File: config.mk
export PLATFORM = sky130hd
export DESIGN_NAME = mipsCore
export DESIGN_NICKNAME = d
export VERILOG_FILES = /design/src/hw/cpuPkg.sv /design/src/hw/alu.sv /design/src/hw/aluDecoder.sv /design/src/hw/controlUnit.sv /design/src/hw/datapath.sv /design/src/hw/mipsCore.sv /design/src/hw/regFile.sv
export VERILOG_INCLUDE_DIRS = /design/src /design/src/hw
export SDC_FILE = /design/constraint.sdc
export NUM_CORES = 2
export LEC_CHECK = 0
export BUFFER_PORTS_ARGS = -buffer_cell sky130_fd_sc_hd__clkbuf_2
export CAP_MARGIN = 0
export CORE_MARGIN = 5
export CORE_UTILIZATION = 62
export CTS_BUF_LIST = sky130_fd_sc_hd__clkbuf_8 sky130_fd_sc_hd__clkbuf_16
export CTS_CLUSTER_DIAMETER = 50
export DETAILED_ROUTE_END_ITERATION = 7
export PLACE_DENSITY = 0.79
export SYNTH_ARGS = -nofsm -noshare
export SYNTH_HDL_FRONTEND = slang
export SYNTH_HIERARCHICAL = 1
export SYNTH_SLANG_ARGS = --single-unit
File: constraint.sdc
create_clock -name clk -period 8.4 [get_ports clk]
set_input_delay 1.68 -clock clk [delete_from_list [all_inputs] [get_ports clk]]
set_output_delay 1.68 -clock clk [all_outputs]
set_load 0.05 [all_outputs]
File: src/hw/cpu_macros.svh
`ifndef CPU_MACROS_SVH
`define CPU_MACROS_SVH

// Word and address width
`define DATA_WIDTH 32

// Architectural register count
`define REG_COUNT 32

// First fetch address after reset
`define RESET_PC 32'h0000_0000

// Primary opcodes, instruction bits 31..26
`define OP_RTYPE 6'h00
`define OP_J 6'h02
`define OP_BEQ 6'h04
`define OP_ADDI 6'h08
`define OP_LW 6'h23
`define OP_SW 6'h2b

// R-type function field, bits 5..0
`define FN_ADD 6'h20
`define FN_SUB 6'h22
`define FN_AND 6'h24
`define FN_OR 6'h25
`define FN_SLT 6'h2a

// ALU control codes
`define ALU_AND 3'b000
`define ALU_OR 3'b001
`define ALU_ADD 3'b010
`define ALU_SUB 3'b110
`define ALU_SLT 3'b111

`endif

File: src/hw/cpuPkg.sv
package cpuPkg;

	// Multicycle controller states
	typedef enum logic [3:0] {
		stFetch = 4'd0,
		stDecode = 4'd1,
		stMemAdr = 4'd2,
		stMemRead = 4'd3,
		stMemWb = 4'd4,
		stMemWrite = 4'd5,
		stExecute = 4'd6,
		stAluWb = 4'd7,
		stBranch = 4'd8,
		stImmExec = 4'd9,
		stImmWb = 4'd10,
		stJump = 4'd11
	} ctrlState_t;

	// ALU operation class from the controller
	typedef enum logic [1:0] {
		aluOpAdd = 2'b00,
		aluOpSub = 2'b01,
		aluOpFunct = 2'b10
	} aluOp_t;

	// Register form
	typedef struct packed {
		logic [5:0] opcode;
		logic [4:0] rs;
		logic [4:0] rt;
		logic [4:0] rd;
		logic [4:0] shamt;
		logic [5:0] funct;
	} rForm_t;

	// Immediate form
	typedef struct packed {
		logic [5:0] opcode;
		logic [4:0] rs;
		logic [4:0] rt;
		logic [15:0] imm;
	} iForm_t;

	// One instruction word, two decodes
	// Jump target is bits 25..0 of either view
	typedef union packed {
		rForm_t r;
		iForm_t i;
	} instrWord_t;

endpackage

File: src/hw/alu.sv
`include "cpu_macros.svh"

module alu (
	input logic [`DATA_WIDTH-1:0] srcA,
	input logic [`DATA_WIDTH-1:0] srcB,
	input logic [2:0] aluControl,
	output logic [`DATA_WIDTH-1:0] result,
	output logic zero
);

	// Shared subtractor for SUB and SLT
	logic [`DATA_WIDTH-1:0] diff;
	logic lessThan;

	assign diff = srcA - srcB;

	// Signed compare
	assign lessThan = $signed(srcA) < $signed(srcB);

	always_comb begin
		case (aluControl)
			`ALU_AND: result = srcA & srcB;
			`ALU_OR: result = srcA | srcB;
			`ALU_ADD: result = srcA + srcB;
			`ALU_SUB: result = diff;
			// Zero-extended one-bit flag
			`ALU_SLT: result = {{(`DATA_WIDTH-1){1'b0}}, lessThan};
			default: result = srcA + srcB;
		endcase
	end

	// BEQ looks at this after SUB
	assign zero = (result == '0);

endmodule

File: src/hw/aluDecoder.sv
`include "cpu_macros.svh"

module aluDecoder import cpuPkg::*; (
	input aluOp_t aluOp,
	input logic [5:0] funct,
	output logic [2:0] aluControl
);

	always_comb begin
		case (aluOp)
			// Address, PC increment and branch target
			aluOpAdd: aluControl = `ALU_ADD;
			// BEQ compare
			aluOpSub: aluControl = `ALU_SUB;
			// R-type, look at the function field
			aluOpFunct: begin
				case (funct)
					`FN_ADD: aluControl = `ALU_ADD;
					`FN_SUB: aluControl = `ALU_SUB;
					`FN_AND: aluControl = `ALU_AND;
					`FN_OR: aluControl = `ALU_OR;
					`FN_SLT: aluControl = `ALU_SLT;
					// Unknown function falls back to add
					default: aluControl = `ALU_ADD;
				endcase
			end
			default: aluControl = `ALU_ADD;
		endcase
	end

endmodule

File: src/hw/controlUnit.sv
`include "cpu_macros.svh"

module controlUnit import cpuPkg::*; (
	input logic clk,
	input logic rstb,
	input logic [5:0] opcode,
	input logic [5:0] funct,
	input logic zero,
	input logic memReady,
	output logic memValid,
	output logic memWrite,
	output logic pcWrite,
	output logic branch,
	output logic iOrD,
	output logic irWrite,
	output logic mdrWrite,
	output logic regWrite,
	output logic memToReg,
	output logic regDst,
	output logic aluSrcA,
	output logic [1:0] aluSrcB,
	output logic [1:0] pcSrc,
	output aluOp_t aluOp
);

	ctrlState_t state;
	ctrlState_t nextState;
	logic xfer;
	logic functOk;

	// Handshake completes this cycle
	assign xfer = memValid & memReady;

	// Only the five supported R-type functions execute
	assign functOk = funct inside {`FN_ADD, `FN_SUB, `FN_AND, `FN_OR, `FN_SLT};

	always_comb begin
		nextState = state;
		case (state)
			// Memory states wait for the transfer
			stFetch: if (xfer) nextState = stDecode;
			stDecode: begin
				case (opcode)
					`OP_LW, `OP_SW: nextState = stMemAdr;
					`OP_RTYPE: nextState = functOk ? stExecute : stFetch;
					`OP_BEQ: nextState = stBranch;
					`OP_ADDI: nextState = stImmExec;
					`OP_J: nextState = stJump;
					// Unsupported opcode acts as a no-op
					default: nextState = stFetch;
				endcase
			end
			stMemAdr: nextState = (opcode == `OP_LW) ? stMemRead : stMemWrite;
			stMemRead: if (xfer) nextState = stMemWb;
			stMemWrite: if (xfer) nextState = stFetch;
			stExecute: nextState = stAluWb;
			stImmExec: nextState = stImmWb;
			default: nextState = stFetch;
		endcase
	end

	// State and memory request flops
	// Request levels follow the state being entered
	always_ff @(posedge clk) begin
		if (!rstb) begin
			state <= stFetch;
			memValid <= 1'b0;
			memWrite <= 1'b0;
		end else begin
			state <= nextState;
			memValid <= (nextState == stFetch) || (nextState == stMemRead) ||
				(nextState == stMemWrite);
			memWrite <= (nextState == stMemWrite);
		end
	end

	// Per-state control levels
	always_comb begin
		iOrD = 1'b0;
		branch = 1'b0;
		regWrite = 1'b0;
		memToReg = 1'b0;
		regDst = 1'b0;
		aluSrcA = 1'b0;
		aluSrcB = 2'b00;
		pcSrc = 2'b00;
		aluOp = aluOpAdd;
		case (state)
			// PC + 4
			stFetch: aluSrcB = 2'b01;
			// Branch target into aluOut
			stDecode: aluSrcB = 2'b11;
			// Base plus offset
			stMemAdr, stImmExec: begin
				aluSrcA = 1'b1;
				aluSrcB = 2'b10;
			end
			stMemRead, stMemWrite: iOrD = 1'b1;
			// Load result to rt
			stMemWb: begin
				regWrite = 1'b1;
				memToReg = 1'b1;
			end
			stExecute: begin
				aluSrcA = 1'b1;
				aluOp = aluOpFunct;
			end
			stAluWb: begin
				regWrite = 1'b1;
				regDst = 1'b1;
			end
			// Compare rs and rt, target already in aluOut
			stBranch: begin
				aluSrcA = 1'b1;
				aluOp = aluOpSub;
				branch = 1'b1;
				pcSrc = 2'b01;
			end
			stImmWb: regWrite = 1'b1;
			stJump: pcSrc = 2'b10;
			default: ;
		endcase
	end

	// PC enable, fetch on transfer, jump always, BEQ only when equal
	assign pcWrite = ((state == stFetch) & xfer) | (state == stJump) | (branch & zero);

	// Capture enables tied to the transfer
	assign irWrite = (state == stFetch) & xfer;
	assign mdrWrite = (state == stMemRead) & xfer;

endmodule

File: src/hw/datapath.sv
`include "cpu_macros.svh"

module datapath import cpuPkg::*; (
	input logic clk,
	input logic rstb,
	input logic pcWrite,
	input logic branch,
	input logic iOrD,
	input logic irWrite,
	input logic mdrWrite,
	input logic memToReg,
	input logic regDst,
	input logic aluSrcA,
	input logic [1:0] aluSrcB,
	input logic [1:0] pcSrc,
	input aluOp_t aluOp,
	input logic [`DATA_WIDTH-1:0] memRdata,
	input logic [`DATA_WIDTH-1:0] regReadA,
	input logic [`DATA_WIDTH-1:0] regReadB,
	output logic [5:0] opcode,
	output logic [5:0] funct,
	output logic zero,
	output logic [`DATA_WIDTH-1:0] memAddr,
	output logic [`DATA_WIDTH-1:0] memWdata,
	output logic [4:0] regAddrA,
	output logic [4:0] regAddrB,
	output logic [4:0] regAddrW,
	output logic [`DATA_WIDTH-1:0] regWdata
);

	logic [`DATA_WIDTH-1:0] pc;
	instrWord_t ir;
	logic [`DATA_WIDTH-1:0] mdr;
	logic [`DATA_WIDTH-1:0] aReg;
	logic [`DATA_WIDTH-1:0] bReg;
	logic [`DATA_WIDTH-1:0] aluOut;
	logic [`DATA_WIDTH-1:0] immExt;
	logic [`DATA_WIDTH-1:0] srcA;
	logic [`DATA_WIDTH-1:0] srcB;
	logic [`DATA_WIDTH-1:0] aluResult;
	logic [`DATA_WIDTH-1:0] pcNext;
	logic [2:0] aluControl;

	// Program counter
	always_ff @(posedge clk) begin
		if (!rstb) begin
			pc <= `RESET_PC;
		end else if (pcWrite) begin
			pc <= pcNext;
		end
	end

	// Instruction and load data, captured on transfer
	always_ff @(posedge clk) begin
		if (irWrite) begin
			ir <= memRdata;
		end
		if (mdrWrite) begin
			mdr <= memRdata;
		end
	end

	// Operand registers follow the register file
	// aluOut holds the data address and the branch target while in use
	always_ff @(posedge clk) begin
		aReg <= regReadA;
		bReg <= regReadB;
		if (!(iOrD || branch)) begin
			aluOut <= aluResult;
		end
	end

	// Field decode through both views
	assign opcode = ir.r.opcode;
	assign funct = ir.r.funct;
	assign regAddrA = ir.i.rs;
	assign regAddrB = ir.i.rt;
	assign immExt = {{16{ir.i.imm[15]}}, ir.i.imm};

	// ALU operands
	assign srcA = aluSrcA ? aReg : pc;
	always_comb begin
		case (aluSrcB)
			2'b00: srcB = bReg;
			2'b01: srcB = 32'd4;
			2'b10: srcB = immExt;
			default: srcB = {immExt[29:0], 2'b00};
		endcase
	end

	aluDecoder aluDec0 (
		.aluOp(aluOp),
		.funct(funct),
		.aluControl(aluControl)
	);

	alu alu0 (
		.srcA(srcA),
		.srcB(srcB),
		.aluControl(aluControl),
		.result(aluResult),
		.zero(zero)
	);

	// Next PC, jump uses the upper bits of PC + 4
	always_comb begin
		case (pcSrc)
			2'b01: pcNext = aluOut;
			2'b10: pcNext = {pc[31:28], ir[25:0], 2'b00};
			default: pcNext = aluResult;
		endcase
	end

	// Memory request, fetch from PC, data from aluOut
	assign memAddr = iOrD ? aluOut : pc;
	// Store data straight off the rt read port
	assign memWdata = regReadB;

	// Writeback destination and value
	assign regAddrW = regDst ? ir.r.rd : ir.i.rt;
	assign regWdata = memToReg ? mdr : aluOut;

endmodule

File: src/hw/mipsCore.sv
`include "cpu_macros.svh"

module mipsCore import cpuPkg::*; (
	input logic clk,
	input logic rstb,
	input logic memReady,
	input logic [`DATA_WIDTH-1:0] memRdata,
	output logic memValid,
	output logic memWrite,
	output logic [`DATA_WIDTH-1:0] memAddr,
	output logic [`DATA_WIDTH-1:0] memWdata
);

	// Controller to datapath
	logic pcWrite;
	logic branch;
	logic iOrD;
	logic irWrite;
	logic mdrWrite;
	logic regWrite;
	logic memToReg;
	logic regDst;
	logic aluSrcA;
	logic [1:0] aluSrcB;
	logic [1:0] pcSrc;
	aluOp_t aluOp;

	// Datapath to controller
	logic [5:0] opcode;
	logic [5:0] funct;
	logic zero;

	// Register file side
	logic [4:0] regAddrA;
	logic [4:0] regAddrB;
	logic [4:0] regAddrW;
	logic [`DATA_WIDTH-1:0] regWdata;
	logic [`DATA_WIDTH-1:0] regReadA;
	logic [`DATA_WIDTH-1:0] regReadB;

	controlUnit ctrl0 (
		.clk(clk),
		.rstb(rstb),
		.opcode(opcode),
		.funct(funct),
		.zero(zero),
		.memReady(memReady),
		.memValid(memValid),
		.memWrite(memWrite),
		.pcWrite(pcWrite),
		.branch(branch),
		.iOrD(iOrD),
		.irWrite(irWrite),
		.mdrWrite(mdrWrite),
		.regWrite(regWrite),
		.memToReg(memToReg),
		.regDst(regDst),
		.aluSrcA(aluSrcA),
		.aluSrcB(aluSrcB),
		.pcSrc(pcSrc),
		.aluOp(aluOp)
	);

	datapath dp0 (
		.clk(clk),
		.rstb(rstb),
		.pcWrite(pcWrite),
		.branch(branch),
		.iOrD(iOrD),
		.irWrite(irWrite),
		.mdrWrite(mdrWrite),
		.memToReg(memToReg),
		.regDst(regDst),
		.aluSrcA(aluSrcA),
		.aluSrcB(aluSrcB),
		.pcSrc(pcSrc),
		.aluOp(aluOp),
		.memRdata(memRdata),
		.regReadA(regReadA),
		.regReadB(regReadB),
		.opcode(opcode),
		.funct(funct),
		.zero(zero),
		.memAddr(memAddr),
		.memWdata(memWdata),
		.regAddrA(regAddrA),
		.regAddrB(regAddrB),
		.regAddrW(regAddrW),
		.regWdata(regWdata)
	);

	regFile rf0 (
		.clk(clk),
		.rstb(rstb),
		.we(regWrite),
		.addrA(regAddrA),
		.addrB(regAddrB),
		.addrW(regAddrW),
		.wdata(regWdata),
		.rdataA(regReadA),
		.rdataB(regReadB)
	);

endmodule

File: src/hw/regFile.sv
`include "cpu_macros.svh"

module regFile (
	input logic clk,
	input logic rstb,
	input logic we,
	input logic [4:0] addrA,
	input logic [4:0] addrB,
	input logic [4:0] addrW,
	input logic [`DATA_WIDTH-1:0] wdata,
	output logic [`DATA_WIDTH-1:0] rdataA,
	output logic [`DATA_WIDTH-1:0] rdataB
);

	logic [`DATA_WIDTH-1:0] regs [`REG_COUNT];

	// All registers cleared, writes to $zero dropped
	always_ff @(posedge clk) begin
		if (!rstb) begin
			for (int i = 0; i < `REG_COUNT; i++) begin
				regs[i] <= '0;
			end
		end else if (we && (addrW != 5'd0)) begin
			regs[addrW] <= wdata;
		end
	end

	// Asynchronous reads, $zero forced
	assign rdataA = (addrA == 5'd0) ? '0 : regs[addrA];
	assign rdataB = (addrB == 5'd0) ? '0 : regs[addrB];

endmodule

==> metrics.md <==
| Metric | Value |
|---|---|
| Ys Warns | 6 |
| Vias/cell | 7.33 |
| Placed cells | 6293 |
| Min-delay worst type | reg -> reg |
| Grt ovf | 0 |
| Slew margin rel. | 8.56% |
| Largest net degree at the start of global routing | 105 |
| Crit-path max FO | 26 |
| Final nets | 5079 |
| Cell taking the most area after synthesis | edfxtp_1 |
| Required time worst endpoint | 9.04 ns |
| Num CTS Buffers | 134 |
| Fraction of registers with async set/reset | 0% |
| HP Start | dp0/pc[31] |
| Main synth FF type | edfxtp_1 |
| Die Wd | 343 um |
| DP HPWL | 146000 um |
| Synthesized instance count | 5065 |
| Synth top area share | 48.8% |
| Vias | 48.0k |
| Yosys reg bits | 1222 |
| Final Worst Setup Slack | 0.590 ns |
| Clock-pin transition on the worst setup and hold timing paths | 0.06 ns |
| Die area | 118000 um2 |
| P per Cell Area | 197 nW/um2 |
| Routed length per instance | 34.9 um |
| Row cnt | 122 |
| Critical Path Source Type | flip-flop |
| Status | finished clean |
| Post-CTS Hold Fix Bufs | 0 |
| TritonRoute pass-1 iters | 6 |
| Layout Cells excl Fill | 6546 |
| CTS root buf | clkbuf_16 |
| Area of the multi-input gates | 30600 um2 |
| Achievable Freq | 0.128 GHz |
| Reg2reg end | dp0/pc[16] |
| Setup violators final | 0 |
| Hold EP | dp0/pc[31] |
| GRT Util Overall | 38.2% |
| Synthesized cell area | 68900 um2 |
| Final Skew | 0.0313 ns |
| Synth Area per Inst | 13.6 um2 |
| Placer Congestion | 0.952 |
| Fin. Hold Viols | 0 |
| Area grow syn2layout | 8.26% |
| Initial antenna violation count | 18 |
| Worst slew pin tran | 1.36 ns |
| # DRC | 0 |
| CTS tree | done |
| Post-synth EDFFs | 1120 |
| Clock Tree Buf Depth | 3 |
| Vias in the first global route | 46.8k |
| Crit path DAT | 8.45 ns |
| Seq. cell area | 35700 um2 |
| # fillers | 7569 |
| Commonest non-fill, non-tap cell in the layout | edfxtp_1 |
| CTS sink cnt | 1222 |
| Layout cells sized above 1 | 24.3% |
| Final wirelength | 228000 um |
| Flop-to-flop setup slack | 0.59 ns |
| Tmin final | 7.81 ns |
| Hold path cells | 2 |
| Num ports | 101 |
| Initial Util | 62.4% |
| Cts repair resizes | 0 |
| Final Util | 67.5% |
| Initial drt markers | 7579 |
| Antenna-violating nets left | 0 |
| Top cells by area, synth | edfxtp_1, mux4_2, and2_1 |
| Post-CTS Repair Setup Buffers | 0 |
| Static Leak | 27.4 nW |
| First-pass GRT wire length | 325000 um |
| Critical Path End Type | flip-flop |
| RSZ-0062 raised after global routing | false |
| Max-cap violations | 0 |
| Fin Setup TNS | 0 ns |
| Most frequent cells in the layout | edfxtp_1, and2_1, mux4_2 |
| Peak supply drop | 0.182 mV |
| Reg2reg start | ctrl0/state[3] |
| Fin. max-slew vios | 0 |
| Sequential-to-total area share from yosys stat | 51.8% |
| Worst-case reg-to-reg path depth | 22 |
| Core region area | 111000 um2 |
| Synth unique cells | 107 |
| Worst-Skew Late Latency | 0.77 ns |
| WHS | 0.569 ns |
| Final Cycle Share | 93.0% |
| Chip height | 343 um |
| Port-buffer cells | 100 |
| Worst slack, placed | 0.670 ns |
| H-tree depth | 4 |
| Crit path kind | reg -> reg |
[per-stage QoR]
stage | instance area, um2 | power [W]
final | 74600 | 0.0147
after global routing | 74600 | 0.0150
after CTS | 74600 | 0.0146
after detailed placement | 70400 | 0.00902
after global placement | 70400 | 0.00899
after floorplan | 69000 | 0.00838
[worst max path at each step]
stage	endpoint	from
floorplan	dp0/pc[7]	memReady
global placement	dp0/pc[26]	ctrl0/state[3]
detailed placement	dp0/pc[11]	ctrl0/state[3]
CTS	dp0/pc[16]	ctrl0/state[3]
global route	dp0/pc[21]	ctrl0/state[3]
finish	dp0/pc[16]	ctrl0/state[3]
[area by class of cell]
class / count / share of cell area [%]
flip-flops and latches: 1222 / 47.8
multi-input cells: 3215 / 41.1
clock buffers: 140 / 4.66
well taps: 1488 / 2.50
repair buffers: 250 / 2.33
clock inverters: 100 / 0.989
inverters: 119 / 0.599
diodes: 12 / 0.0402
[layer usage]
layer  global-route usage, %  share of wire (%)
met5                       0              0.050
met4                    20.3                6.6
met3                    11.3                 14
met2                    59.4                 46
met1                    49.0                 33
[worst max-delay path, stage by stage, from the launching register on]
cell and delay, ns:
dfxtp_1 0.59, nand2b_1 0.47, o21ai_4 0.72, mux2_2 0.43
inv_1 0.09, ha_1 0.19, inv_1 0.06, fa_1 0.43
nor3b_2 0.19, nor3_2 0.35, o221a_1 0.26, o22ai_1 0.15
or4_1 0.57, nor3_2 0.16, or4b_1 0.53, nor4b_2 0.34
nand4_1 0.15, or4_1 0.52, nor3_2 0.17, a211o_1 0.45
nand2_2 0.49, o22ai_1 0.33, nor3b_2 0.07
[power by group]
group | internal [W] | switching [W] | leakage (nW)
clock network | 0.00325 | 0.00246 | 2.14
logic | 0.000634 | 0.00128 | 12.8
registers | 0.00689 | 0.000181 | 12.4
total | 0.0108 | 0.00391 | 27.4
[Yosys cell counts (all sizes together), types with 6 or more instances]
| cell type | n |
|---|---|
| edfxtp | 1120 |
| and2 | 1006 |
| mux4 | 470 |
| clkbuf | 323 |
| buf | 218 |
| mux2i | 164 |
| mux2 | 145 |
| nor2 | 134 |
| inv | 118 |
| o22ai | 114 |
| o21ai | 111 |
| dfxtp | 102 |
| ha | 100 |
| nand2 | 98 |
| nor3 | 95 |
| a21oi | 86 |
| a22o | 66 |
| a211oi | 52 |
| o221ai | 40 |
| a221oi | 36 |
| nor2b | 36 |
| a21o | 35 |
| a2111oi | 34 |
| nor3b | 30 |
| nor4 | 30 |
| nand2b | 27 |
| a22oi | 26 |
| nand3 | 25 |
| a31oi | 18 |
| o211ai | 14 |
| nand4 | 12 |
| or3 | 11 |
| a211o | 8 |
| and3 | 8 |
| nand3b | 8 |
| o31ai | 8 |
| or2 | 7 |
| or4 | 7 |
| a311oi | 6 |
| nor4b | 6 |
| xnor2 | 6 |
| xor2 | 6 |
[registers in the layout, indices dropped and copies added, names as in the netlist]
register / count
ctrl0/memWrite: 1
dp0/mdr: 32
dp0/pc: 32
rf0/regs: 1024
ctrl0/memValid: 1
dp0/bReg: 32
dp0/ir: 32
dp0/aluOut: 32
dp0/aReg: 32
ctrl0/state: 4
[kinds of logic (layout without fill, tap and decap cells)]
kind of cell	after synthesis	in the layout	synth area share, %
xor gates and xnor gates	12	12	0.174
buffers and inverters	660	609	4.77
and+or+nand+nor	1556	1556	13.5
DFF	1222	1222	51.8
muxes	779	779	20.1
AOI/OAI and AO/OA	733	734	7.81
adders and majority gates	102	102	1.87
other	1	44	0.00544
Power figures use the tool's default switching activity.
